--- config.mk ---
export PLATFORM = sky130hd
export DESIGN_NAME = position_result_flat
export DESIGN_NICKNAME = d
export VERILOG_FILES = /design/src/source/physics_pkg.sv /design/src/source/physics_ifs.sv /design/src/source/position_result.sv /design/src/flat_wrapper.sv
export SDC_FILE = /design/constraint.sdc
export NUM_CORES = 1
export LEC_CHECK = 0
export BUFFER_PORTS_ARGS = -buffer_cell sky130_fd_sc_hd__buf_2
export CAP_MARGIN = 20
export CORE_AREA = 3 3 59 75
export CTS_BUF_LIST = sky130_fd_sc_hd__clkbuf_8
export DETAILED_ROUTE_END_ITERATION = 12
export DIE_AREA = 0 0 62 78
export GPL_TIMING_DRIVEN = 0
export MAX_ROUTING_LAYER = met4
export PLACE_DENSITY = 0.76
export SYNTH_ARGS = -nofsm -noshare
export SYNTH_HDL_FRONTEND = slang
export SYNTH_SLANG_ARGS = --single-unit
--- constraint.sdc ---
create_clock -name clock -period 1.2 [get_ports clock]
set_input_delay 0.18 -clock clock [delete_from_list [all_inputs] [get_ports clock]]
set_output_delay 0.18 -clock clock [all_outputs]
set_load 0.03 [all_outputs]
--- src/source/physics_pkg.sv ---
`default_nettype none

package physics_pkg;

	// Fixed point 16.32, signed
	localparam int INT_BITS  = 16;
	localparam int FRAC_BITS = 32;
	localparam int FIX_W     = INT_BITS + FRAC_BITS;

	typedef logic signed [FIX_W-1:0] fix_t;

	// Register bus widths
	localparam int DATA_W     = 32;
	localparam int AXI_ADDR_W = 4;

	// Pixel pair, x high and y low
	typedef struct packed {
		logic signed [INT_BITS-1:0] x;
		logic signed [INT_BITS-1:0] y;
	} coord_xy_t;

	// Same word seen by the bus and by the physics
	typedef union packed {
		logic [DATA_W-1:0] raw;
		coord_xy_t         xy;
	} coord_pair_u;

	// Joystick mapping
	localparam int JOY_CENTER = 112; // Raw byte bias
	localparam int JOY_SCALE  = 256; // Move step per joystick count
	localparam int JUMP_MIN   = 240; // Stick pushed up

	localparam int ARENA_W = 640;
	localparam int ARENA_H = 480;

	// Attack vibration, in fraction units
	localparam fix_t VIBR_SPAN = 48'sd10000000;
	localparam fix_t VIBR_STEP = 48'sd2;
	localparam fix_t LIFT      = fix_t'(1) << FRAC_BITS; // One pixel up

	// Unit divisor, also the floor for a zero mass write
	localparam logic [DATA_W-1:0] MASS_ONE = 32'd1;

	// Register map
	localparam logic [AXI_ADDR_W-1:0] REG_MASS     = 4'h0;
	localparam logic [AXI_ADDR_W-1:0] REG_GRAVITY  = 4'h4;
	localparam logic [AXI_ADDR_W-1:0] REG_SPAWN    = 4'h8;
	localparam logic [AXI_ADDR_W-1:0] REG_POSITION = 4'hC; // Read only

	typedef enum logic [1:0] {
		OKAY   = 2'b00,
		SLVERR = 2'b10
	} resp_t;

endpackage

`default_nettype wire

--- src/source/physics_ifs.sv ---
`timescale 1ns/1ns
`default_nettype none


// Integrated body position
interface body_state_if import physics_pkg::*; ();
	logic state_valid;
	fix_t pos_x, pos_y;

	modport source (output state_valid, pos_x, pos_y);
	modport sink   (input state_valid, pos_x, pos_y);
endinterface

`default_nettype wire

--- src/source/position_result.sv ---
`timescale 1ns/1ns
`default_nettype none

module position_result import physics_pkg::*; (
	input  wire               clock,
	input  wire               reset,
	body_state_if.sink        state,
	output coord_pair_u       position,
	output logic              position_valid
);

	logic signed [INT_BITS-1:0] pix_x;
	logic signed [INT_BITS-1:0] pix_y;

	// Keep a pixel inside 0 .. hi
	function automatic logic signed [INT_BITS-1:0] clamp_pix(
		input logic signed [INT_BITS-1:0] v,
		input int                         hi
	);
		if (v < 0)
			return '0;
		if (int'(v) > hi)
			return INT_BITS'(hi);
		return v;
	endfunction

	// Integer part only, fraction dropped
	assign pix_x = state.pos_x[FIX_W-1:FRAC_BITS];
	assign pix_y = state.pos_y[FIX_W-1:FRAC_BITS];

	always_ff @(posedge clock) begin
		if (reset) begin
			position_valid <= 1'b0;
			position.raw   <= '0;
		end else begin
			position_valid <= state.state_valid; // One pulse per frame
			if (state.state_valid) begin
				position.xy.x <= clamp_pix(pix_x, ARENA_W - 1);
				position.xy.y <= clamp_pix(pix_y, ARENA_H - 1);
			end
		end
	end

endmodule

`default_nettype wire

--- src/flat_wrapper.sv ---
// flat-port wrapper written by rule: the top's interface ports become plain ports
module position_result_flat import physics_pkg::*;
  (clock, reset, position, position_valid, state_state_valid, state_pos_x, state_pos_y);
  body_state_if state_i ();
  input  wire clock;
  input  wire reset;
  output coord_pair_u position;
  output logic position_valid;
  input wire logic [$bits(state_i.state_valid)-1:0] state_state_valid;
  input wire logic [$bits(state_i.pos_x)-1:0] state_pos_x;
  input wire logic [$bits(state_i.pos_y)-1:0] state_pos_y;
  assign state_i.state_valid = state_state_valid;
  assign state_i.pos_x = state_pos_x;
  assign state_i.pos_y = state_pos_y;
  position_result u_core (.clock(clock), .reset(reset), .state(state_i), .position(position), .position_valid(position_valid));
endmodule
==> metrics <==
PortBufs=64; H-tree depth=2; hold_sp=state_pos_x[36]; R2R setup slack=0.48 ns; WP data arrival=1.31 ns; via count=1091; total gr overflow=0; Slew Limit Fails=0; hold buffers post-CTS=0; setup repair after global routing missed its margin=true; reg2reg end=u_core.position[18]; synthesized area=1160 µm²; CTS clock-pin slew for the worst setup and hold paths=0.07 ns; period utilisation layout=0.972; drt drc=0; Core Box Area=3780 µm²; fmax=857 MHz; status=complete, no violations; Seq cells post-synth=31; Final min period=1.17 ns; Final GP Congestion=0.743; ANT cells=0; row cnt=25; Critical Path Max Stage Delay=0.55 ns; Routed Antenna Nets=0; root buffer cell=clkbuf_8; Mapped Cells=109; IR drop worst, VDD=0.552 mV; clk buf depth=2; kind of critical path=in -> reg; DP HPWL=2260 µm; share of cells above drive strength 1=0.454; DIE WIDTH=62 µm; clk sinks=31; sequential element share of the synthesized area=0.534; Routed wire per std cell=12.1 µm; Crit path required time=1.35 ns; Crit-path slowest cell=or4_4; PwrDens=1450 nW/µm²; synthesis-to-layout area growth=46.3%; CP endpoint kind=flop; CTS tree=yes; Clock Skew=0 ns; Hold Vio Cnt, Final=0; CP Cell Sequence=buf_6 > or4_4 > o31ai_4 > o311ai_1; Initial Util=0.307; TritonCTS Buffers=5; antenna violations before repair=0; fin util=0.449; IO Pins=132; Critical R2R Launch=u_core.position[18]; number of global-route vias before repair=992; DIE AREA=4840 µm²; Hold WC Path Type=in -> reg; Design Power=2.47 mW; initial DRC count=111; crit start category=primary input; Via density=4.60; WHS Endpoint=u_core.position[20]; Routed WL=2880 µm; largest net degree at the start of global routing=11; Synth warnings=0; final setup fails=0; post-synthesis cell type count=25; Max-Cap Viols=0; Avg Inst Size Synth=10.7 µm²; leakage=0.789 nW; Skew-Pair Late Insertion Delay=0.29 ns; gr usage total=0.125; Worst Reg-to-Reg Cells=2; DR pass1 iterations=4; Die Y=78 µm; global-route wire length before repair=4340 µm; Nets=281; Max FO, Critical Path=7; worst hold stages=3
metrics by stage:
stage	area [µm²]	cells	hold WS [ns]	TNS [ns]	worst slack, ns
after global routing	1700	237	0.157	-0.0645	-0.0232
after floorplan	1160	110	0.324	-0.791	-0.113
final	1700	237	0.141	0	0.0332
after CTS	1670	236	0.124	0	0.0285
after global placement	1550	228	0.422	-5.40	-0.320
after detailed placement	1550	228	0.422	-5.85	-0.321
power by group:
| part | switching, mW | total, mW | internal, mW |
|---|---|---|---|
| clock | 0.395 | 1.07 | 0.671 |
| sequential | 0.0195 | 1.09 | 1.07 |
| combinational | 0.195 | 0.315 | 0.119 |
logic make-up (layout without fill, tap and decap cells):
kind of cell           count (synthesis)  count (layout)  synth area share
and+or+nand+nor                       41              41             0.244
DFF                                   31              31             0.534
AOI/OAI and AO/OA                     21              21             0.164
buffers and inverters                 15              88            0.0549
other                                  1               2           0.00323
critical path: cells and delay by family:
family,cells,cell delay (ns)
buffers and inverters,1,0.09
AO/OA/AOI/OAI,2,0.50
AND/OR/NAND/NOR,1,0.55
worst max-delay path by stage:
stage                               start             endpoint  slack (ns)  depth (start not counted)
after floorplan           state_pos_x[44]  u_core.position[17]       -0.11                          3
after global placement    state_pos_x[44]  u_core.position[17]       -0.32                          4
after detailed placement  state_pos_x[44]  u_core.position[21]       -0.32                          4
after CTS                 state_pos_x[44]  u_core.position[22]        0.03                          4
after global routing      state_pos_x[44]  u_core.position[22]       -0.02                          4
final                     state_pos_x[44]  u_core.position[22]        0.03                          4
sequential cells by signal, summed over array words and instances, names as in the netlist:
name and cells:
u_core.position 30, u_core.position_valid 1
synth_stat cells:
cell type / instances / area, µm²
dfxtp_1: 31 / 621
and2_1: 11 / 68.8
nand3_1: 9 / 45.0
a22o_1: 8 / 70.1
inv_1: 8 / 30.0
o311ai_1: 7 / 61.3
nand4b_1: 5 / 43.8
clkbuf_1: 4 / 15.0
nand2_1: 3 / 11.3
nand3b_1: 3 / 22.5
nor2_1: 3 / 11.3
a32o_1: 2 / 20.0
buf_4: 2 / 15.0
nor3b_2: 2 / 25.0
buf_1: 1 / 3.75
conb_1: 1 / 3.75
nand4_1: 1 / 6.26
nor2b_1: 1 / 6.26
nor3_2: 1 / 10.0
nor4_4: 1 / 21.3
o21a_1: 1 / 7.51
o21ai_0: 1 / 5.00
o21ai_1: 1 / 5.00
o31ai_4: 1 / 21.3
or4_4: 1 / 11.3
cell usage in the layout, fill, tap and decap left out:
master,count
nand2_1,3
nor2b_1,1
nor3_2,1
a22o_1,8
inv_1,8
buf_1,1
nor2_1,3
and2_1,11
clkbuf_2,1
nand3b_1,3
nand4b_1,5
clkinv_2,1
o21ai_0,1
nor3b_2,1
clkbuf_1,3
buf_6,1
conb_1,2
bufinv_16,1
o21ai_1,1
o21a_1,1
a32o_1,2
or4_4,1
nand4_1,1
o311ai_1,6
clkbuf_8,6
buf_4,3
o31ai_4,1
dfxtp_1,31
buf_2,63
o311ai_2,1
nor3b_4,1
nand3_1,9
nor4_4,1
what timing repair did:
item / 4_1_cts / 5_1_grt
endpoints found under the setup margin: 7 / 17
pin swaps: 1 / 2
gates resized for setup: 0 / 5
hold endpoints to repair: 0 / 0
setup buffers: 0 / 1
per-layer routing:
layer / wire, µm / GRT usage / up-vias
met5: 0 / - / -
met4: 80 / 0.0828 / 0
li1: - / - / 538
met3: 310 / 0.0333 / 8
met2: 1270 / 0.194 / 66
met1: 1210 / 0.133 / 479
final cells by class:
type,count,area (µm²)
inverters,8,30.0
multi-input cells,64,494
repair buffers,65,334
flip-flops and latches,31,621
plain buffers,7,35.0
clock inverters,2,35.0
clock buffers,6,82.6
well taps,54,67.6
fillers,388,2090
(Power assumes the default switching activity.)
