==> src/source/physics_pkg.sv <==
`default_nettype none

package physics_pkg;

	// Fixed point 16.32, signed
	localparam int INT_BITS  = 16;
	localparam int FRAC_BITS = 32;
	localparam int FIX_W     = INT_BITS + FRAC_BITS;

	typedef logic signed [FIX_W-1:0] fix_t;

	// Register bus widths
	localparam int DATA_W     = 32;
	localparam int AXI_ADDR_W = 4;

	// Pixel pair, x high and y low
	typedef struct packed {
		logic signed [INT_BITS-1:0] x;
		logic signed [INT_BITS-1:0] y;
	} coord_xy_t;

	// Same word seen by the bus and by the physics
	typedef union packed {
		logic [DATA_W-1:0] raw;
		coord_xy_t         xy;
	} coord_pair_u;

	// Joystick mapping
	localparam int JOY_CENTER = 112; // Raw byte bias
	localparam int JOY_SCALE  = 256; // Move step per joystick count
	localparam int JUMP_MIN   = 240; // Stick pushed up

	localparam int ARENA_W = 640;
	localparam int ARENA_H = 480;

	// Attack vibration, in fraction units
	localparam fix_t VIBR_SPAN = 48'sd10000000;
	localparam fix_t VIBR_STEP = 48'sd2;
	localparam fix_t LIFT      = fix_t'(1) << FRAC_BITS; // One pixel up

	// Unit divisor, also the floor for a zero mass write
	localparam logic [DATA_W-1:0] MASS_ONE = 32'd1;

	// Register map
	localparam logic [AXI_ADDR_W-1:0] REG_MASS     = 4'h0;
	localparam logic [AXI_ADDR_W-1:0] REG_GRAVITY  = 4'h4;
	localparam logic [AXI_ADDR_W-1:0] REG_SPAWN    = 4'h8;
	localparam logic [AXI_ADDR_W-1:0] REG_POSITION = 4'hC; // Read only

	typedef enum logic [1:0] {
		OKAY   = 2'b00,
		SLVERR = 2'b10
	} resp_t;

endpackage

`default_nettype wire

==> src/source/physics_ifs.sv <==
`timescale 1ns/1ns
`default_nettype none


// Decoded frame command
interface motion_cmd_if import physics_pkg::*; ();
	logic cmd_valid;
	fix_t move_x, move_y;
	fix_t knock_x, knock_y;
	logic grounded, jump, attack, freeze;

	modport source (output cmd_valid, move_x, move_y, knock_x, knock_y,
		grounded, jump, attack, freeze);
	modport sink   (input cmd_valid, move_x, move_y, knock_x, knock_y,
		grounded, jump, attack, freeze);
endinterface


`default_nettype wire

==> src/source/input_decode.sv <==
`timescale 1ns/1ns
`default_nettype none

module input_decode import physics_pkg::*; (
	input  wire               clock,
	input  wire               reset,
	input  wire               step,
	input  wire  [31:0]       controller,
	input  wire  [4:0]        wall,
	input  wire  coord_pair_u knockback,
	input  wire               attack_in,
	input  wire               freeze_in,
	motion_cmd_if.source      cmd
);

	logic [7:0] joy_x;
	logic [7:0] joy_y;
	fix_t       move_x_next;
	fix_t       move_y_next;
	logic       on_ground;

	assign joy_x = controller[15:8];
	assign joy_y = controller[7:0];

	// Unsigned stick byte to signed move
	assign move_x_next = fix_t'((int'(joy_x) - JOY_CENTER) * JOY_SCALE);
	assign move_y_next = fix_t'((int'(joy_y) - JOY_CENTER) * JOY_SCALE);

	// Floor bit 1 or platform bit 4
	// Side and ceiling bits carry no response
	assign on_ground = wall[1] | wall[4];

	always_ff @(posedge clock) begin
		if (reset)
			cmd.cmd_valid <= 1'b0;
		else
			cmd.cmd_valid <= step; // One frame command per step
	end

	// Command word, captured on step only
	always_ff @(posedge clock) begin
		if (step) begin
			cmd.move_x   <= move_x_next;
			cmd.move_y   <= move_y_next;
			cmd.knock_x  <= fix_t'(knockback.xy.x); // Sign extended
			cmd.knock_y  <= fix_t'(knockback.xy.y);
			cmd.grounded <= on_ground;
			cmd.jump     <= (int'(joy_y) >= JUMP_MIN);
			cmd.attack   <= attack_in;
			cmd.freeze   <= freeze_in;
		end
	end

	// Host holds off frames during reset
	assert property (@(posedge clock) reset |-> !step);

endmodule

`default_nettype wire

==> src/flat_wrapper.sv <==
// flat-port wrapper written by rule: the top's interface ports become plain ports
module input_decode_flat import physics_pkg::*;
  (clock, reset, step, controller, wall, knockback, attack_in, freeze_in, cmd_cmd_valid, cmd_move_x, cmd_move_y, cmd_knock_x, cmd_knock_y, cmd_grounded, cmd_jump, cmd_attack, cmd_freeze);
  motion_cmd_if cmd_i ();
  input  wire clock;
  input  wire reset;
  input  wire step;
  input  wire  [31:0] controller;
  input  wire  [4:0] wall;
  input  wire  coord_pair_u knockback;
  input  wire attack_in;
  input  wire freeze_in;
  output wire logic [$bits(cmd_i.cmd_valid)-1:0] cmd_cmd_valid;
  output wire logic [$bits(cmd_i.move_x)-1:0] cmd_move_x;
  output wire logic [$bits(cmd_i.move_y)-1:0] cmd_move_y;
  output wire logic [$bits(cmd_i.knock_x)-1:0] cmd_knock_x;
  output wire logic [$bits(cmd_i.knock_y)-1:0] cmd_knock_y;
  output wire logic [$bits(cmd_i.grounded)-1:0] cmd_grounded;
  output wire logic [$bits(cmd_i.jump)-1:0] cmd_jump;
  output wire logic [$bits(cmd_i.attack)-1:0] cmd_attack;
  output wire logic [$bits(cmd_i.freeze)-1:0] cmd_freeze;
  assign cmd_cmd_valid = cmd_i.cmd_valid;
  assign cmd_move_x = cmd_i.move_x;
  assign cmd_move_y = cmd_i.move_y;
  assign cmd_knock_x = cmd_i.knock_x;
  assign cmd_knock_y = cmd_i.knock_y;
  assign cmd_grounded = cmd_i.grounded;
  assign cmd_jump = cmd_i.jump;
  assign cmd_attack = cmd_i.attack;
  assign cmd_freeze = cmd_i.freeze;
  input_decode u_core (.clock(clock), .reset(reset), .step(step), .controller(controller), .wall(wall), .knockback(knockback), .attack_in(attack_in), .freeze_in(freeze_in), .cmd(cmd_i));
endmodule
==> config.mk <==
export PLATFORM = sky130hd
export DESIGN_NAME = input_decode_flat
export DESIGN_NICKNAME = d
export VERILOG_FILES = /design/src/source/physics_pkg.sv /design/src/source/physics_ifs.sv /design/src/source/input_decode.sv /design/src/flat_wrapper.sv
export SDC_FILE = /design/constraint.sdc
export NUM_CORES = 1
export LEC_CHECK = 0
export ABC_AREA = 1
export BUFFER_PORTS_ARGS = -buffer_cell sky130_fd_sc_hd__buf_4
export CAP_MARGIN = 20
export CORE_AREA = 2 2 104 106
export DETAILED_ROUTE_END_ITERATION = 10
export DIE_AREA = 0 0 106 108
export PLACE_DENSITY = 0.69
export SYNTH_ARGS = -nofsm -noshare
export SYNTH_HDL_FRONTEND = slang
export SYNTH_SLANG_ARGS = --single-unit
==> constraint.sdc <==
create_clock -name clock -period 2.6 [get_ports clock]
set_input_delay 0.52 -clock clock [delete_from_list [all_inputs] [get_ports clock]]
set_output_delay 0.52 -clock clock [all_outputs]
set_load 0.1 [all_outputs]
==> results of run 1 <==
power groups by stage:
stage	registers (mW)	clock network [mW]	logic [mW]
2_1_floorplan	1.64	0	1.56
3_3_place_gp	1.10	0	2.29
3_5_place_dp	1.10	0	2.29
4_1_cts	1.08	0.522	2.29
5_1_grt	1.09	0.559	2.32
6_report	1.08	0.489	2.28
cells by family (layout without fill, tap and decap cells):
group / after synthesis / count (layout) / share of synthesized area [%]
xor+xnor: 2 / 2 / 0.617
fa+ha+maj: 2 / 2 / 0.882
simple gates: 12 / 12 / 1.94
buf+inv: 147 / 251 / 38.2
flops: 55 / 55 / 57.8
compound gates: 2 / 2 / 0.353
other cells: 1 / 16 / 0.132
worst max-delay path by stage:
stage	from	to	slack (ps)
floorplan	u_core.cmd.knock_x[15]	cmd_knock_x[16]	210
finish	u_core.cmd.move_x[46]	cmd_move_x[47]	440
detailed placement	u_core.cmd.move_x[46]	cmd_move_x[47]	750
global placement	u_core.cmd.move_x[46]	cmd_move_x[43]	830
CTS	u_core.cmd.move_x[46]	cmd_move_x[47]	400
global route	u_core.cmd.move_x[46]	cmd_move_x[42]	310
layout make-up:
type	instances	area, um2	share of cell area (%)
timing repair buffer	238	1790	46.1
sequential	55	1640	42.3
tap	136	170	4.39
multi-input combinational	34	168	4.32
clock buffer	5	68.8	1.77
clock inverter	3	23.8	0.613
inverter	5	18.8	0.484
registers in the layout (all words and copies together), names as in the netlist:
name and cells:
u_core.cmd.move_y 9, u_core.cmd.move_x 9, u_core.cmd.jump 1, u_core.cmd.knock_y 16, u_core.cmd.grounded 1, u_core.cmd.cmd_valid 1
u_core.cmd.knock_x 16, u_core.cmd.freeze 1, u_core.cmd.attack 1
per-stage QoR:
stage	setup slack, ps	instance area, um2	utilization, %
3_3_place_gp	834	3780	37.0
3_5_place_dp	753	3780	37.0
2_1_floorplan	209	2890	-
4_1_cts	403	3880	37.9
6_report	440	3880	37.9
5_1_grt	307	3880	37.9
layout by cell type (no fill, tap or decap), drive strengths merged:
cell type and n:
buf 238, edfxtp 54, conb 16, inv 6, nand2 5, clkbuf 5
a21oi 2, nand4 2, nand3 2, xor2 2, nor2 2, ha 2
or2 1, clkinv 1, clkinvlp 1, dfxtp 1
layer usage:
metal / vias to the layer above / wire [um] / GRT usage (%)
li1: 799 / - / -
met1: 732 / 1940 / 9.36
met2: 108 / 3130 / 15.2
met3: 2 / 696 / 4.94
met4: 0 / 32 / 2.26
met5: - / 0 / 0
==> impl_metrics.ini, run 1 <==
[pwr]
clkPwrFrac_pct = 12.7
p_leak_nw = 1.86
ir_drop_v = 0.000407
p_sw_share_pct = 58.8
p_per_area_nw_per_um2 = 994
p_seq_share_pct = 28.1
power.total_mw = 3.85
p_switching_mw = 2.27
comb_power_share_pct = 59.2
p_int_mw = 1.59

[placement]
hpwlAfterDp_mm = 4.54
io_buffers = 235
gp_congestion = 0.710
dp_cells = 468

[drt]
ant_nets = 0
drt-pass1-iter-count = 3
routed_wl_mm = 5.80
wire_per_inst_um = 12.2
drc_errors = 0
routed-via-count = 1641
drtIter0Drc = 50
via_per_inst = 3.45

[critical_path]
start_kind = register
max_stage_delay_ps = 910
crit_chain = buf_4
worstSetupPathType = register to output pin
cpLargestDelayFamily = flip-flops
cp-end-kind = output pin
worst-path-stages = 1
crit_required_ps = 2080
worst-path-buf-inv = 1
cp_slowest_cell = edfxtp_1
arrival_ps = 1640
cp_max_fo = 32

[floorplan]
coreArea_um2 = 10200
dieArea_um2 = 11400
num_io_pins = 271
rows = 37
dieWidth_um = 106
initial_core_util_pct = 27.7
fp.dieH_um = 108

[synth]
seq_area_frac_synth_pct = 57.8
synth_edf_count = 54
synth_top_cell_area_share_pct = 57.1
yosys.cell_types.count = 13
netlist_instances = 221
synth_ff_type = edfxtp_1
ys_top_cells_by_count = buf_4 (142), edfxtp_1 (54), inv_1 (5), nand2_1 (5)
yosysMostFrequentCell = buf_4
yosys_warnings = 0
synth_top_area_cell = edfxtp_1
yosys-top-cells-area = edfxtp_1 (57%), buf_4 (38%), ha_1 (0.88%)
async_reset_ff_share_pct = 0
ys_ff_latch = 55
syn_avg_cell_area_um2 = 12.8
syn_area_um2 = 2840

[clock_tree]
post_cts_resized = 0
clockRootBuffer = clkbuf_8
cts_setup_buffers = 0
cts_tree = yes
cts_made_buffers = 5
cts.path.max_buffers = 2
htreeDepth = 2
clkTransAtPathRegs_ps = 110
clock-sinks = 55
hold_buffers = 0

[layout]
instances_no_fill = 476
fin_nets = 415
area_delta_synth_final_pct = 36.6
antennaDiodeCount = 0
drive_gt1_share_pct = 72.6
fill_cells = 994

[timing]
setup_viol = 0
finalHoldViolCount = 0
period_needed_ps = 2160
maxSlewViolCount = 0
fin_tns_setup_ps = 0
rsz0062_at_grt = false
whs_ps = 348
period_share_pct = 83.1
max-slew-margin-rel_pct = 44.0
fmax_mhz = 463
tightestPinTransition_ps = 841

[min_path]
whs_path_depth = 2
min_from = reset
holdCritPathClass = primary input to register
holdPathEnd = u_core.cmd.cmd_valid

[grt]
gr-total-overflow = 0
grt_max_degree = 56
first_global_vias = 1442
track_usage_pct = 8.81
antenna_found_initial = 0
grt_pass1_wl_mm = 7.76

[status]
status = completed

[job]
cap_violations = 0
Power figures use the tool's default switching activity.
==> run 2: changes to the inputs <==
--- a/config.mk
+++ b/config.mk
@@ -8,10 +8,10 @@
 export ABC_AREA = 1
 export BUFFER_PORTS_ARGS = -buffer_cell sky130_fd_sc_hd__buf_4
 export CAP_MARGIN = 20
-export CORE_AREA = 2 2 104 106
+export CORE_AREA = 2 2 105 107
 export DETAILED_ROUTE_END_ITERATION = 10
-export DIE_AREA = 0 0 106 108
-export PLACE_DENSITY = 0.69
+export DIE_AREA = 0 0 107 109
+export PLACE_DENSITY = 0.68
 export SYNTH_ARGS = -nofsm -noshare
 export SYNTH_HDL_FRONTEND = slang
 export SYNTH_SLANG_ARGS = --single-unit
==> constraint.sdc (replaced) <==
create_clock -name clock -period 2.2 [get_ports clock]
set_input_delay 0.44 -clock clock [delete_from_list [all_inputs] [get_ports clock]]
set_output_delay 0.44 -clock clock [all_outputs]
set_load 0.1 [all_outputs]
==> run 2 against run 1 <==
Utilization down 0.76 points. Routed wire length down 3.0%. Cell count up 1.1%. First-iteration DRC count up 38%. Combinational power up 19%. Total power up 24%. Count of clock-buffer cells in the layout unchanged. Non-clock buffer count up 1. Global-route usage down 0.55 points.
==> impl_metrics.ini, run 2 (synthesis gave the netlist of run 1 again) <==
[clock_tree]
clkTransAtPathRegs_ps = 110
post_cts_resized = 0
htreeDepth = 2
clock-sinks = 55
cts_tree = yes
cts_setup_buffers = 0
clockRootBuffer = clkbuf_8
cts.path.max_buffers = 2
hold_buffers = 0
cts_made_buffers = 5

[job]
cap_violations = 0

[critical_path]
arrival_ps = 1280
cp_slowest_cell = buf_4
crit_chain = buf_4, buf_4
path_common_cell = buf_4
worstSetupPathType = register to output pin
start_kind = register
cp_max_fo = 33
crit_required_ps = 1760
cp-end-kind = output pin
worst-path-buf-inv = 2
max_stage_delay_ps = 350
cpLargestDelayFamily = buffers and inverters

[drt]
routed-via-count = 1670
drc_errors = 0
routed_wl_mm = 5.63
ant_nets = 0
drtIter0Drc = 69
via_per_inst = 3.47
wire_per_inst_um = 11.7
drt-pass1-iter-count = 3

[pwr]
ir_drop_v = 0.000421
power.total_mw = 4.78
p_leak_nw = 1.89
p_per_area_nw_per_um2 = 1210

[floorplan]
coreArea_um2 = 10600
dieArea_um2 = 11700
num_io_pins = 271
rows = 38
initial_core_util_pct = 26.8
dieWidth_um = 107
fp.dieH_um = 109

[timing]
rsz0062_at_grt = false
maxSlewViolCount = 0
finalHoldViolCount = 0
period_share_pct = 78.1
max-slew-margin-rel_pct = 52.5
whs_ps = 273
period_needed_ps = 1720
fmax_mhz = 582
fin_tns_setup_ps = 0
tightestPinTransition_ps = 712
setup_viol = 0

[layout]
area_delta_synth_final_pct = 38.8
final_cell_mix = buf_4 (239), edfxtp_1 (54), conb_1 (16)
layout_commonest_cell = buf_4
drive_gt1_share_pct = 72.7
antennaDiodeCount = 0
reg_top3 = u_core.cmd.knock_x: 16 flops, u_core.cmd.knock_y: 16 flops
fin_nets = 416

[grt]
gr-total-overflow = 0
track_usage_pct = 8.25
grt_pass1_wl_mm = 7.18
gr-usage-met3_pct = 3.71
grt.busiest_layer = met2
grt_max_degree = 56
grt_use_met1_pct = 9.15
use_met2_pct = 14.4
antenna_found_initial = 0
first_global_vias = 1362

[placement]
io_buffers = 235
gp_congestion = 0.638

[status]
status = completed

[min_path]
whs_path_depth = 2
min_from = reset
holdCritPathClass = primary input to register
holdPathEnd = u_core.cmd.cmd_valid
-- run 2: layout make-up --
| cell class | count | area (um2) |
|---|---|---|
| timing repair buffer | 239 | 1790 |
| sequential | 55 | 1640 |
| inverter | 5 | 18.8 |
| clock buffer | 5 | 68.8 |
| clock inverter | 3 | 71.3 |
| tap | 140 | 175 |
| multi-input combinational | 34 | 168 |
| fill | 999 | 6670 |
-- run 2: per-layer routing --
metal	vias to the layer above	share of wire [%]	routed length, um
li1	800	-	-
met1	751	35	1990
met2	117	53	3000
met3	2	11	600
met4	0	0.55	31
met5	-	0	0
-- run 2: worst max-delay path by stage --
stage / slack, ps / end / depth (start not counted) / startpoint
after CTS: 450 / cmd_knock_y[37] / 2 / u_core.cmd.knock_y[15]
after floorplan: -110 / cmd_knock_x[16] / 1 / u_core.cmd.knock_x[15]
after global placement: 810 / u_core.cmd.knock_y[8] / 1 / step
after detailed placement: 790 / u_core.cmd.knock_y[8] / 1 / step
after global routing: 390 / cmd_knock_y[33] / 2 / u_core.cmd.knock_y[15]
final: 480 / cmd_knock_y[37] / 2 / u_core.cmd.knock_y[15]
-- run 2: through the flow --
stage | util [%] | cells | setup slack (ps) | instance area, um2
2_1_floorplan | - | 236 | -111 | 2890
3_3_place_gp | 35.8 | 473 | 810 | 3800
3_5_place_dp | 35.8 | 473 | 788 | 3800
4_1_cts | 37.1 | 481 | 453 | 3940
5_1_grt | 37.1 | 481 | 393 | 3940
6_report | 37.1 | 481 | 483 | 3940
-- run 2: power by group --
group | switching (mW) | internal, mW
logic | 2.31 | 0.402
registers | 0.0224 | 1.24
clock network | 0.337 | 0.462
==> run 3: changes to the inputs <==
==> constraint.sdc (replaced) <==
create_clock -name clock -period 1.68 [get_ports clock]
set_input_delay 0.336 -clock clock [delete_from_list [all_inputs] [get_ports clock]]
set_output_delay 0.336 -clock clock [all_outputs]
set_load 0.1 [all_outputs]
==> run 3 against run 2 <==
Count of clock-buffer cells in the layout is the same. Combinational power increased by 31%. Via count down 0.42%. Largest cell class unchanged. Critical path type unchanged. Cell count increased by 0.42%. Design area shrank 0.16%. Worst hold slack worse by 110 ps. Critical path depth stayed put. Global-route usage rose by 0.21 points. Flip-flop and latch count stayed put. Setup slack got worse by 430 ps.
==> impl_metrics.ini, run 3 (synthesis gave the netlist of run 1 again) <==
[status]
status = completed

[min_path]
holdCritPathClass = primary input to register
whs_path_depth = 2
holdPathEnd = u_core.cmd.cmd_valid
min_from = reset

[layout]
antennaDiodeCount = 0
final_util_pct = 37.1
fill_cells = 1033
fin_nets = 418
reg_top3 = u_core.cmd.knock_x: 16 flops, u_core.cmd.knock_y: 16 flops
layout_commonest_cell = buf_4
drive_gt1_share_pct = 72.9
final_cell_mix = buf_4 (239), edfxtp_1 (54), conb_1 (16)
area_delta_synth_final_pct = 38.5

[timing]
whs_ps = 161
rsz0062_at_grt = true
fin_ws_ps = 48.8
setup_viol = 0
period_share_pct = 97.1
fmax_mhz = 613
fin_tns_setup_ps = 0
maxSlewViolCount = 0
finalHoldViolCount = 0
period_needed_ps = 1630

[floorplan]
dieWidth_um = 107
coreArea_um2 = 10600
fp.dieH_um = 109
rows = 38
num_io_pins = 271
dieArea_um2 = 11700
initial_core_util_pct = 26.8

[clock_tree]
htreeDepth = 2
clockRootBuffer = clkbuf_8
cts.path.max_buffers = 2
cts_tree = yes
cts_made_buffers = 5
clkTransAtPathRegs_ps = 110
clock-sinks = 55

[drt]
routed-via-count = 1663
ant_nets = 0
wire_per_inst_um = 11.7
drt-pass1-iter-count = 4
via_per_inst = 3.44
drtIter0Drc = 77
drc_errors = 0
routed_wl_mm = 5.63

[critical_path]
cpLargestDelayFamily = buffers and inverters
worstSetupPathType = register to output pin
worst-path-stages = 2
arrival_ps = 1300
cp_slowest_cell = edfxtp_1
cp_max_fo = 33
cp-end-kind = output pin
crit_required_ps = 1340
path_common_cell = buf_4
start_kind = register
max_stage_delay_ps = 350
worst-path-buf-inv = 2
crit_chain = buf_4, buf_4

[pwr]
power.total_mw = 6.01
p_leak_nw = 1.89
ir_drop_v = 0.000532
p_per_area_nw_per_um2 = 1530

[placement]
io_buffers = 235
dp_worst_setup_slack_ps = 382
hpwlAfterDp_mm = 4.59
gp_congestion = 0.644

[grt]
grt_max_degree = 34
gr-total-overflow = 0
antenna_found_initial = 0
track_usage_pct = 8.47
first_global_vias = 1450
grt_pass1_wl_mm = 7.45

[job]
cap_violations = 0
==> run 3: cell types whose count changed in the layout (fill, tap and decap cells not counted) <==
cell,previous run,this run
inv_8,1,0
bufinv_16,2,0
inv_6,0,2
buf_12,0,1
clkinv_8,0,1
buf_6,0,1
==> run 3: worst max path at each step <==
stage,endpoint,start
final,cmd_knock_y[37],u_core.cmd.knock_y[15]
after global routing,cmd_move_y[39],u_core.cmd.move_y[46]
after CTS,cmd_knock_x[28],u_core.cmd.knock_x[15]
after detailed placement,cmd_knock_y[37],u_core.cmd.knock_y[15]
after global placement,cmd_knock_y[15],u_core.cmd.knock_y[15]
after floorplan,cmd_knock_x[16],u_core.cmd.knock_x[15]
==> run 3: repair_timing <==
action,4_1_cts,5_1_grt
gates resized for setup,0,1
setup buffers,0,0
hold buffers,0,0
setup endpoints to repair,0,130
==> run 3: through the flow <==
step | instances | cell area (um2)
floorplan | 236 | 2890
global placement | 475 | 3820
detailed placement | 475 | 3820
CTS | 483 | 3930
global route | 483 | 3930
finish | 483 | 3930
==> run 3: layer usage <==
| metal | vias up | global-route usage (%) | part of all wire (%) |
|---|---|---|---|
| li1 | 804 | - | - |
| met1 | 735 | 8.73 | 34 |
| met2 | 120 | 15.2 | 53 |
| met3 | 4 | 4.06 | 11 |
| met4 | 0 | 2.78 | 0.75 |
| met5 | - | 0 | 0 |
==> run 3: area by class of cell <==
type | count | area (um2) | area share (%)
Inverter | 5 | 18.8 | 0.477
Tap cell | 140 | 175 | 4.46
Clock inverter | 3 | 33.8 | 0.859
Multi-Input combinational cell | 34 | 168 | 4.26
Sequential cell | 55 | 1640 | 41.8
Clock buffer | 5 | 68.8 | 1.75
Timing Repair Buffer | 241 | 1830 | 46.4
==> run 3: where the power goes <==
part | switching [mW] | internal, mW
sequential | 0.0300 | 1.63
clock | 0.481 | 0.318
combinational | 3.02 | 0.534
