[src/source/physics_pkg.sv]
`default_nettype none

package physics_pkg;

	// Fixed point 16.32, signed
	localparam int INT_BITS  = 16;
	localparam int FRAC_BITS = 32;
	localparam int FIX_W     = INT_BITS + FRAC_BITS;

	typedef logic signed [FIX_W-1:0] fix_t;

	// Register bus widths
	localparam int DATA_W     = 32;
	localparam int AXI_ADDR_W = 4;

	// Pixel pair, x high and y low
	typedef struct packed {
		logic signed [INT_BITS-1:0] x;
		logic signed [INT_BITS-1:0] y;
	} coord_xy_t;

	// Same word seen by the bus and by the physics
	typedef union packed {
		logic [DATA_W-1:0] raw;
		coord_xy_t         xy;
	} coord_pair_u;

	// Joystick mapping
	localparam int JOY_CENTER = 112; // Raw byte bias
	localparam int JOY_SCALE  = 256; // Move step per joystick count
	localparam int JUMP_MIN   = 240; // Stick pushed up

	localparam int ARENA_W = 640;
	localparam int ARENA_H = 480;

	// Attack vibration, in fraction units
	localparam fix_t VIBR_SPAN = 48'sd10000000;
	localparam fix_t VIBR_STEP = 48'sd2;
	localparam fix_t LIFT      = fix_t'(1) << FRAC_BITS; // One pixel up

	// Unit divisor, also the floor for a zero mass write
	localparam logic [DATA_W-1:0] MASS_ONE = 32'd1;

	// Register map
	localparam logic [AXI_ADDR_W-1:0] REG_MASS     = 4'h0;
	localparam logic [AXI_ADDR_W-1:0] REG_GRAVITY  = 4'h4;
	localparam logic [AXI_ADDR_W-1:0] REG_SPAWN    = 4'h8;
	localparam logic [AXI_ADDR_W-1:0] REG_POSITION = 4'hC; // Read only

	typedef enum logic [1:0] {
		OKAY   = 2'b00,
		SLVERR = 2'b10
	} resp_t;

endpackage

`default_nettype wire

[src/source/physics_ifs.sv]
`timescale 1ns/1ns
`default_nettype none

// Host configuration into the integrator
interface body_config_if import physics_pkg::*; ();
	fix_t        mass;
	fix_t        gravity;
	coord_pair_u spawn;
	logic        respawn; // One cycle after a spawn write

	modport source (output mass, gravity, spawn, respawn);
	modport sink   (input mass, gravity, spawn, respawn);
endinterface


`default_nettype wire

[src/source/physics_regs.sv]
`timescale 1ns/1ns
`default_nettype none

module physics_regs import physics_pkg::*; (
	input  wire                   clock,
	input  wire                   reset,
	input  wire  [AXI_ADDR_W-1:0] awaddr,
	input  wire                   awvalid,
	output logic                  awready,
	input  wire  [DATA_W-1:0]     wdata,
	input  wire                   wvalid,
	output logic                  wready,
	output resp_t                 bresp,
	output logic                  bvalid,
	input  wire                   bready,
	input  wire  [AXI_ADDR_W-1:0] araddr,
	input  wire                   arvalid,
	output logic                  arready,
	output logic [DATA_W-1:0]     rdata,
	output resp_t                 rresp,
	output logic                  rvalid,
	input  wire                   rready,
	input  wire  coord_pair_u     position_now,
	body_config_if.source         cfg
);

	logic              wr_ready; // Shared by AW and W
	logic              wr_fire;
	logic              rd_fire;
	logic [DATA_W-1:0] mass_q;
	logic [DATA_W-1:0] gravity_q;
	coord_pair_u       spawn_q;
	logic              respawn_q;

	assign awready = wr_ready;
	assign wready  = wr_ready;
	assign wr_fire = wr_ready & awvalid & wvalid;
	assign rd_fire = arready & arvalid;

	// Both are zero extended into the fraction bits
	assign cfg.mass    = fix_t'(mass_q);
	assign cfg.gravity = fix_t'(gravity_q);
	assign cfg.spawn   = spawn_q;
	assign cfg.respawn = respawn_q;

	// Write channel and config registers
	always_ff @(posedge clock) begin
		if (reset) begin
			wr_ready    <= 1'b0;
			bvalid      <= 1'b0;
			mass_q      <= MASS_ONE;
			gravity_q   <= '0;
			spawn_q.raw <= '0;
			respawn_q   <= 1'b0;
		end else begin
			// Ready for one cycle while no response waits
			wr_ready  <= awvalid & wvalid & ~wr_ready & ~bvalid;
			respawn_q <= 1'b0;
			if (bvalid && bready)
				bvalid <= 1'b0;
			if (wr_fire) begin
				bvalid <= 1'b1;
				case (awaddr)
					REG_MASS:    mass_q <= (wdata == '0) ? MASS_ONE : wdata; // Keep divide defined
					REG_GRAVITY: gravity_q <= wdata;
					REG_SPAWN: begin
						spawn_q.raw <= wdata;
						respawn_q   <= 1'b1; // Integrator reloads next cycle
					end
					default: ;                 // Position and holes ignore writes
				endcase
			end
		end
	end

	always_ff @(posedge clock) begin
		if (wr_fire)
			bresp <= (awaddr inside {REG_MASS, REG_GRAVITY, REG_SPAWN}) ? OKAY : SLVERR;
	end

	// Read channel
	always_ff @(posedge clock) begin
		if (reset) begin
			arready <= 1'b0;
			rvalid  <= 1'b0;
		end else begin
			arready <= arvalid & ~arready & ~rvalid;
			if (rd_fire)
				rvalid <= 1'b1;
			else if (rready)
				rvalid <= 1'b0;
		end
	end

	always_ff @(posedge clock) begin
		if (rd_fire) begin
			rresp <= OKAY;
			case (araddr)
				REG_MASS:     rdata <= mass_q;
				REG_GRAVITY:  rdata <= gravity_q;
				REG_SPAWN:    rdata <= spawn_q.raw;
				REG_POSITION: rdata <= position_now.raw; // Live clamped pixels
				default: begin
					rdata <= '0;
					rresp <= SLVERR;
				end
			endcase
		end
	end

	// Response and its code wait for the master
	assert property (@(posedge clock) disable iff (reset)
		bvalid && !bready |=> bvalid && $stable(bresp));

endmodule

`default_nettype wire

[src/flat_wrapper.sv]
// flat-port wrapper written by rule: the top's interface ports become plain ports
module physics_regs_flat import physics_pkg::*;
  (clock, reset, awaddr, awvalid, awready, wdata, wvalid, wready, bresp, bvalid, bready, araddr, arvalid, arready, rdata, rresp, rvalid, rready, position_now, cfg_mass, cfg_gravity, cfg_spawn, cfg_respawn);
  body_config_if cfg_i ();
  input  wire clock;
  input  wire reset;
  input  wire  [AXI_ADDR_W-1:0] awaddr;
  input  wire awvalid;
  output logic awready;
  input  wire  [DATA_W-1:0] wdata;
  input  wire wvalid;
  output logic wready;
  output resp_t bresp;
  output logic bvalid;
  input  wire bready;
  input  wire  [AXI_ADDR_W-1:0] araddr;
  input  wire arvalid;
  output logic arready;
  output logic [DATA_W-1:0] rdata;
  output resp_t rresp;
  output logic rvalid;
  input  wire rready;
  input  wire  coord_pair_u position_now;
  output wire logic [$bits(cfg_i.mass)-1:0] cfg_mass;
  output wire logic [$bits(cfg_i.gravity)-1:0] cfg_gravity;
  output wire logic [$bits(cfg_i.spawn)-1:0] cfg_spawn;
  output wire logic [$bits(cfg_i.respawn)-1:0] cfg_respawn;
  assign cfg_mass = cfg_i.mass;
  assign cfg_gravity = cfg_i.gravity;
  assign cfg_spawn = cfg_i.spawn;
  assign cfg_respawn = cfg_i.respawn;
  physics_regs u_core (.clock(clock), .reset(reset), .awaddr(awaddr), .awvalid(awvalid), .awready(awready), .wdata(wdata), .wvalid(wvalid), .wready(wready), .bresp(bresp), .bvalid(bvalid), .bready(bready), .araddr(araddr), .arvalid(arvalid), .arready(arready), .rdata(rdata), .rresp(rresp), .rvalid(rvalid), .rready(rready), .position_now(position_now), .cfg(cfg_i));
endmodule
[config.mk]
export PLATFORM = sky130hd
export DESIGN_NAME = physics_regs_flat
export DESIGN_NICKNAME = d
export VERILOG_FILES = /design/src/source/physics_pkg.sv /design/src/source/physics_ifs.sv /design/src/source/physics_regs.sv /design/src/flat_wrapper.sv
export SDC_FILE = /design/constraint.sdc
export NUM_CORES = 1
export LEC_CHECK = 0
export ABC_AREA = 1
export BUFFER_PORTS_ARGS = -buffer_cell sky130_fd_sc_hd__clkbuf_2
export CORE_AREA = 10 10 120 122
export DETAILED_ROUTE_END_ITERATION = 16
export DIE_AREA = 0 0 130 132
export PLACE_DENSITY_LB_ADDON = 0.08
export SYNTH_ARGS = -nofsm -noshare
export SYNTH_HDL_FRONTEND = slang
export SYNTH_SLANG_ARGS = --single-unit
[constraint.sdc]
create_clock -name clock -period 2.5 [get_ports clock]
set_clock_uncertainty 0.2 [all_clocks]
set_input_delay 0.375 -clock clock [delete_from_list [all_inputs] [get_ports clock]]
set_output_delay 0.375 -clock clock [all_outputs]
set_load 0.02 [all_outputs]
==> results of run 1 <==
routing by layer:
layer	up-vias	share of wire, %	track usage (%)
met5	-	0.034	0
met4	2	1.5	7.44
met3	28	11	8.45
met2	358	48	37.1
met1	2818	40	28.8
li1	2805	-	-
worst min-delay path, stage by stage:
cell,delay [ps]
clkbuf_2,110
nand2_1,60
nor4_1,40
where the power goes:
group	switching, uW	internal [uW]	leakage, uW
clock network	899	1510	0.000298
logic	268	98.1	0.00203
registers	8.01	2250	0.00116
total	1180	3860	0.00349
registers in the layout (all words and copies together), names as in the netlist, 32 cells and up:
signal / count
u_core.mass_q: 32
u_core.rdata: 32
u_core.cfg.spawn: 32
u_core.gravity_q: 32
layout by cell type (no fill, tap or decap), types with 7 or more instances in the layout:
| master | instances |
|---|---|
| o2111ai_1 | 32 |
| edfxtp_1 | 34 |
| nand2_1 | 16 |
| clkinv_2 | 7 |
| a21oi_1 | 89 |
| nand4_1 | 96 |
| inv_1 | 74 |
| conb_1 | 34 |
| clkbuf_16 | 20 |
| o21ai_1 | 8 |
| o21ai_0 | 88 |
| clkbuf_2 | 214 |
| buf_4 | 14 |
| nor2_1 | 40 |
| dfxtp_1 | 101 |
timing repair:
| item | 4_1_cts | 5_1_grt |
|---|---|---|
| endpoints found under the setup margin | 0 | 0 |
| hold buffers | 2 | 0 |
| resized for setup | 0 | 0 |
| hold endpoints to repair | 2 | 0 |
final cells by class:
type	count	area (sq um)	share of cell area, %
clock buffer	25	549	7.16
clock inverter	7	35.0	0.457
inverter	76	285	3.72
multi-input combinational	416	2300	30.0
sequential	135	3040	39.7
tap	147	184	2.40
timing repair buffer	234	1280	16.6
cells by family (layout without fill, tap and decap cells):
group	count (synthesis)	in the layout
simple gates	165	165
buf+inv	172	342
compound gates	217	217
other cells	1	34
flops	135	135
through the flow:
step	util, %	hold slack, ps	std cells
floorplan	-	244	723
global route	64.4	11.0	1040
global placement	59.3	234	1006
detailed placement	59.3	238	1006
CTS	64.4	2.40	1040
finish	64.4	16.5	1040
final timing paths:
path | to | startpoint | slack, ps | cells past startpoint
worst max-delay path | u_core.rdata[19] | arvalid | 400 | 5
worst min-delay path | u_core.awready | awvalid | 20 | 3
worst max register to register | u_core.gravity_q[13] | u_core.awready | 640 | 5
worst min register to register | u_core.arready | u_core.rvalid | 250 | 1
==> reports/results.tsv, run 1 <==
metric	value	unit
yosys_warnings	0	
grt_pass1_wl	32.3	mm
rows	40	
viasPerCell	5.78	
crit_fanout	20	
worst_slew_pin_slew	671	ps
clk_pin_slew	60	ps
grt_max_degree	59	
synth_compound_area_share	19.8	%
clock-sinks	135	
synth_xor_area_share	0	%
drv_cap	0	
numCtsBuffers	17	
diodes	0	
grt_pass1_vias	5950	
relSlewSlack	55.0	%
io_pins	249	
power.static_leakage	0.00349	uW
io_buffers	214	
synth_top_area_cell	dfxtp_1	
post-route-drc-count	0	
initialDrtViolationCount	633	
yosys.area.top_type_share	33.2	%
drt-total-wl	20.6	mm
hp-class	in -> reg	
critPathRequiredTime	2460	ps
max_stage_delay	540	ps
setup.worst_path.end_class	flip-flop	
cp_top_family	buffers and inverters	
power_density	657	nW/um^2
synth_flop_cell	dfxtp_1	
timing_worst_setup_path_type	in -> reg	
synth.area.mux_share	0	%
firstDrtPassIters	5	
cp.arrival	2060	ps
synthCells	690	
grt_remaining_overflow	0	
pre_cts_ws	519	ps
path_cells	dlygate4sd3_1 > clkbuf_2 > nand2_1 > clkinv_1 > buf_12	
finalSetupViolations	0	
die_y	132	um
synth-seq-cells	135	
htreeDepth	4	
ys_top_cells_by_count	dfxtp_1 (101), nand4_1 (96), a21oi_1 (89)	
dieArea	17200	sq um
wl_per_cell	19.8	um
num_vias	6011	
post-synth-top-count-cell	dfxtp_1	
clk_path_buf_depth	2	
syn2layout_area_growth	25.9	%
status	finished clean	
path_buf_inv	4	
synth_edf_count	34	
synth.distinct_cells	24	
finalMaxSlewViolations	0	
cts_tree	built	
synth_top_family_by_area	compound AO/OA/AOI/OAI gates	
fillCellCount	1034	
place.gp.congestion	0.818	
grt_usage	23.4	%
fp.coreArea	11900	sq um
drive_gt1_share	30.6	%
cts_root_buf	clkbuf_16	
synthArstFlopShare	0	%
ir_drop	0.000402	V
place_area	7070	sq um
synth_area	6100	sq um
hold_violations	0	
yosys.area_share.simple	15.7	%
rsz0062_at_grt	no	
synth_fa_ha_area_share	0	%
fin_ws	396	ps
ys_seq_area_share	49.9	%
antenna_left	0	
critPathLaunchType	input pin	
dp_hpwl	14.8	mm
fmaxAchievable	475	MHz
synthTopCellsByArea	dfxtp_1 (33%), edfxtp_1 (17%), nand4_1 (9.9%)	
synth_area_per_cell	8.83	sq um
crit_slowest_cell	dlygate4sd3_1	
clock_latency	410	ps
final_design_area_no_fill	7670	sq um
antenna_found_initial	1	
period_share	84.2	%
power	5040	uW
die_w	130	um
fin_tns_setup	0	ps
start_util	51.2	%
period_needed	2100	ps
fin_nets	959	
cts_setup_buffers	0	
(Power assumes the default switching activity.)
==> run 2, diff against run 1 <==
CORE_AREA = 10 10 124 126   (was 10 10 120 122)
DIE_AREA = 0 0 134 136   (was 0 0 130 132)
clock period = 2 ns   (was 2.5 ns; I/O delays follow)
==> run 2 against run 1 <==
Critical path depth is 2 higher. Worst setup slack worse by 180 ps. Final cell count is 6.5% higher. Total power is 27% higher. Critical endpoint is now u_core.gravity_q[16]. Core utilization is 1.7 points lower. Non-clock buffer count is 38 higher.
==> reports/results.tsv, run 2 (same netlist as run 1, synthesis figures left out) <==
metric	value	unit	change
status	finished clean		
cts_root_buf	clkbuf_16		
power_density	786	nW/um^2	+20%
fmaxAchievable	561	MHz	
dieArea	18200	sq um	+6.2%
power.switching	1470	uW	+25%
io_buffers	214		unchanged
die_y	136	um	+3.0%
critPathRequiredTime	2140	ps	-320 ps
clock_latency	410	ps	about the same
p_comb_share	8.3	%	+1.0 points
finalMaxSlewViolations	0		unchanged
final_design_area_no_fill	8140	sq um	+6.1%
seq_area	3040	sq um	unchanged
fillCellCount	1170		+13%
start_util	47.0	%	-4.2 points
setup.worst_path.end_class	flip-flop		
cp.arrival	1920	ps	-140 ps
final_cells	1108		+6.5%
drt-total-wl	20.8	mm	+0.63%
fin_nets	997		+4.0%
finalSetupViolations	0		unchanged
numCtsBuffers	17		unchanged
grt_pass1_vias	6141		+3.2%
critPathLaunchType	input pin		
dp.cells	1035		+2.9%
fp.coreArea	13000	sq um	+9.0%
final_util	62.7	%	-1.7 points
fin_tns_setup	0	ps	unchanged
mostFrequentLayoutCells	clkbuf_2 (214), dfxtp_1 (101), nand4_1 (96), a21oi_1 (89), o21ai_0 (88)		
clk_pin_slew	60	ps	about the same
timing_worst_setup_path_type	in -> reg		
initialDrtViolationCount	467		-26%
crit_fanout	36		+80%
rsz0062_at_grt	no		
power.static_leakage	0.00366	uW	+4.9%
grt_pass1_wl	32.7	mm	+1.1%
multiInputGateArea	2300	sq um	unchanged
rows	42		+5.0%
htreeDepth	4		unchanged
clk_path_buf_depth	2		unchanged
period_needed	1780	ps	
grt_max_degree	65		+10%
antenna_found_initial	1		unchanged
firstDrtPassIters	5		unchanged
grt_usage	22.2	%	-1.2 points
syn2layout_area_growth	33.6	%	
post-route-drc-count	0		unchanged
wl_per_cell	18.7	um	-5.5%
p_sw_share	22.9	%	-0.42 points
place_area	7170	sq um	+1.4%
grt_remaining_overflow	0		unchanged
cts_tree	built		
mostFrequentLayoutCell	clkbuf_2		
io_pins	249		unchanged
die_w	134	um	+3.1%
drv_cap	0		unchanged
hp-class	in -> reg		
clock-sinks	135		unchanged
dp_hpwl	14.2	mm	-3.9%
relSlewSlack	64.4	%	+9.4 points
cts_setup_buffers	0		unchanged
seqPwrFrac	44.1	%	-0.7 points
viasPerCell	5.46		-5.5%
drive_gt1_share	29.0	%	-1.6 points
hold_violations	0		unchanged
internal_power	4930	uW	+28%
ir_drop	0.000510	V	+27%
period_share	89.2	%	
antenna_left	0		unchanged
num_vias	6055		+0.73%
power_frac_clock	47.6	%	-0.3 points
worst_slew_pin_slew	534	ps	-137 ps
place.gp.congestion	0.889		+8.7%
run 2: changes by cell type in the layout (fill, tap and decap cells not counted):
cell	change
buf_12	+5
buf_4	-5
bufinv_16	+3
clkbuf_1	+2
clkbuf_16	-3
clkbuf_8	-3
clkinv_1	+1
clkinv_2	-1
clkinvlp_4	+1
diode_2	+1
dlygate4sd3_1	+38
run 2: stage by stage:
stage               power (uW)  worst slack [ps]  hold WS, ps
finish                    6400               216         38.3
global route              6610               100         73.2
CTS                       6430               216         26.6
detailed placement        3340               290          235
global placement          3330               361          229
floorplan                 3190               210          169
run 2: worst paths after layout:
kind	start	to	slack (ps)	depth (start not counted)
max	awvalid	u_core.gravity_q[16]	220	7
min	awaddr[3]	u_core.bresp[1]	40	3
max reg2reg	u_core.awready	u_core.gravity_q[16]	290	5
min reg2reg	u_core.arready	u_core.arready	250	1
run 2: worst max-delay path: stages:
cell           delay [ps]
dlygate4sd3_1         520
clkbuf_2              130
nand3_4               180
nor2_8                310
buf_12                230
o21ai_0               110
a21oi_1               140
run 2: timing repair:
action                    in CTS  in global routing
hold endpoints to repair      98                  0
gates resized for setup        0                  0
hold buffers                  40                  0
run 2: area by class of cell:
class                           instances  area share (%)
Clock buffer                           21            5.41
Inverter                               76            3.50
Sequential cell                       135            37.4
Timing Repair Buffer                  272            21.1
Multi-Input combinational cell        416            28.3
Tap cell                              176            2.70
Antenna cell                            1          0.0307
Clock inverter                         11            1.61
run 2: metal layers:
layer	vias up	part of all wire, %	GRT usage (%)
met5	-	0	0
met4	0	2.4	8.95
met3	38	8.5	6.86
met2	322	48	36.7
met1	2820	41	26.3
li1	2875	-	-
run 2: power by group through the flow:
stage                     Sequential, uW  Combinational [uW]  Clock (uW)
after floorplan                     2900                 290           0
after detailed placement            2880                 455           0
after global placement              2880                 450           0
final                               2820                 530        3040
after CTS                           2820                 518        3090
after global routing                2820                 568        3210
==> run 3, diff against run 2 <==
ABC_AREA = default   (was 1)
CORE_AREA = 10 10 120 122   (was 10 10 124 126)
DIE_AREA = 0 0 130 132   (was 0 0 134 136)
GPL_ROUTABILITY_DRIVEN = 0   (was default)
==> run 3 against run 2 <==
Die area decreased by 5.8%. Clock power increased by 4%. Routed wire length decreased by 5.2%. Count of clock-buffer cells in the layout increased by 2. Global-route usage increased by 0.26 points. Non-clock buffer count increased by 35. Worst hold slack got worse by 18 ps. Design area decreased by 0.60%. Critical path type unchanged. Critical endpoint is now u_core.cfg.spawn[21].
==> reports/results.tsv, run 3 <==
metric	value	unit	change
status	finished clean		
numCtsBuffers	17		unchanged
synth_top_area_cell	dfxtp_1		
final_cells	1045		-5.7%
path_buf_inv	3		unchanged
dp_hpwl	14.0	mm	-1.4%
timing_worst_setup_path_type	in -> reg		
r2r_start	u_core.awready		
fp.coreArea	11900	sq um	-8.2%
firstDrtPassIters	5		unchanged
mostFrequentLayoutCell	clkbuf_2		
grt_use_met2	37.8	%	+1.1 points
period_needed	1930	ps	+141 ps
synthArstFlopShare	0	%	unchanged
rsz0062_at_grt	yes		
pre_cts_ws	53.6	ps	-237 ps
cts_tree	built		
dp.cells	945		-8.7%
io_pins	249		unchanged
grt_usage	22.4	%	+0.26 points
ff2ff_path_depth	6		+1
ys_seq_area_share	54.5	%	+4.6 points
power	6440	uW	+0.61%
start_util	46.9	%	-0.10 points
cp_top_family	buffers and inverters		
drt-total-wl	19.7	mm	-5.2%
dieArea	17200	sq um	-5.8%
cp.arrival	2000	ps	+80 ps
rrSetupSlack	220	ps	-70 ps
startpoint	awaddr[0]		
clock_latency	410	ps	about the same
rows	40		-4.8%
synth_area_per_cell	9.21	sq um	+4.3%
fin_ws	74.8	ps	-141 ps
post-synth-top-count-cell	nand2_1		
r2r_end	u_core.cfg.spawn[14]		
synth_flop_cell	dfxtp_1		
drive_gt1_share	31.3	%	+2.3 points
cts_root_buf	clkbuf_16		
critPathRequiredTime	2070	ps	-70 ps
viasPerCell	5.29		-3.2%
finalSetupViolations	0		unchanged
relSlewSlack	65.3	%	+0.93 points
finalMaxSlewViolations	0		unchanged
synth_edf_count	34		unchanged
crit_cells	7		unchanged
initialDrtViolationCount	510		+9.2%
diodes	0		-1
hp-class	in -> reg		
grtUsageMet1	25.8	%	-0.57 points
grt_pass1_vias	5582		-9.1%
wl_per_cell	18.8	um	+0.55%
final_util	68.0	%	+5.2 points
holdWs	19.9	ps	-18.4 ps
yosys.area.top_type_share	36.2	%	+3.1 points
max_stage_delay	540	ps	+20 ps
clock-sinks	135		unchanged
power.static_leakage	0.00345	uW	-5.8%
met3_usage	7.68	%	+0.82 points
critPathLaunchType	input pin		
ys_top_cells_by_count	nand2_1 (193), dfxtp_1 (101), a21oi_1 (97)		
io_buffers	214		unchanged
crit_slowest_cell	dlygate4sd3_1		
antenna_left	0		unchanged
setup.worst_path.end_class	flip-flop		
synth.distinct_cells	28		+17%
die_w	130	um	-3.0%
path_cells	dlygate4sd3_1 > clkbuf_2 > or2_1 > or4_4 > buf_4 > nand2_1 > a21oi_1		
syn2layout_area_growth	45.0	%	
synth-seq-cells	135		unchanged
grt_max_degree	44		-32%
fin_nets	964		-3.3%
htreeDepth	4		unchanged
hp-start	position_now[22]		
clk_pin_slew	50	ps	about the same
crit_end	u_core.cfg.spawn[21]		
hold_violations	0		unchanged
antenna_found_initial	0		-1
fillCellCount	972		-17%
grt_pass1_wl	30.6	mm	-6.4%
grt.busiest_layer	met2		
fmaxAchievable	519	MHz	-7.3%
drv_cap	0		unchanged
mostFrequentLayoutCells	clkbuf_2 (213), nand2_1 (193), dfxtp_1 (101), a21oi_1 (97), dlygate4sd3_1 (68)		
worst_slew_pin_slew	515	ps	-18.7 ps
die_y	132	um	-2.9%
synthTopCellsByArea	dfxtp_1 (36%), edfxtp_1 (18%), nand2_1 (13%)		
post-route-drc-count	0		unchanged
cts_setup_buffers	0		unchanged
ir_drop	0.000550	V	+8.0%
power_density	795	nW/um^2	+1.2%
yosys_warnings	0		unchanged
synth_area	5580	sq um	-8.4%
grt_remaining_overflow	0		unchanged
clk_path_buf_depth	2		unchanged
period_share	96.3	%	+7.1 points
synthCells	606		-12%
num_vias	5528		-8.7%
crit_fanout	17		-53%
run 3: cell types whose count changed in the layout (fill, tap and decap cells not counted), sizes merged, moves of 5 or more:
cell         before  now
nand3             6    1
dlygate4sd3      40   68
o21ai            96    0
a221o             0   32
inv              75    7
nor2             45    4
nand4            96    3
nor4              1   11
a22o              0   32
buf              18   26
nand2            16  193
a21oi            89   97
o2111ai          32    0
run 3: how the worst min path moves through the flow:
stage | slack [ps] | depth (start not counted) | end
6_report | 20 | 2 | u_core.rdata[22]
5_1_grt | 20 | 2 | u_core.rdata[30]
4_1_cts | 5 | 2 | u_core.rdata[30]
3_5_place_dp | 250 | 1 | u_core.arready
3_3_place_gp | 230 | 1 | u_core.arready
2_1_floorplan | 220 | 2 | u_core.awready
run 3: routing by layer:
metal / part of all wire [%] / wire length [um]
met5: 0 / 0
met4: 1.6 / 312
met3: 11 / 2100
met2: 50 / 9760
met1: 38 / 7520
run 3: through the flow:
stage	TNS (ps)	cell area (sq um)
final	0	8090
after global placement	0	6780
after detailed placement	0	6780
after floorplan	0	5710
after global routing	-24.6	8090
after CTS	0	8080
run 3: worst reg2reg max path, stage by stage (launching register included):
cell and delay (ps):
dfxtp_1 380, nand3_2 140, buf_4 180, nor4_4 280
buf_6 270, nand2_1 100, a21oi_1 150
run 3: power breakdown:
part	internal (uW)	switching [uW]	total (uW)
sequential	2810	7.20	2820
combinational	194	269	463
clock	1980	1170	3160
run 3: kinds of logic (layout without fill, tap and decap cells):
kind of cell | after synthesis | count (layout) | share of synthesized area, %
and+or+nand+nor | 224 | 224 | 17.1
AOI/OAI and AO/OA | 163 | 163 | 19.7
other | 1 | 34 | 0.0672
DFF | 135 | 135 | 54.5
buffers and inverters | 83 | 342 | 8.61
run 3: layout make-up:
cell class	count	area, sq um	share of cell area [%]
sequential	135	3040	37.6
multi-input combinational	421	2240	27.7
timing repair buffer	307	2000	24.7
clock buffer	23	564	6.97
tap	147	184	2.27
clock inverter	9	50.0	0.618
inverter	3	11.3	0.139
run 3: timing repair:
item	in CTS	in global routing
setup endpoints to repair	0	26
hold buffers	68	0
hold endpoints to repair	128	0
resized for setup	0	4
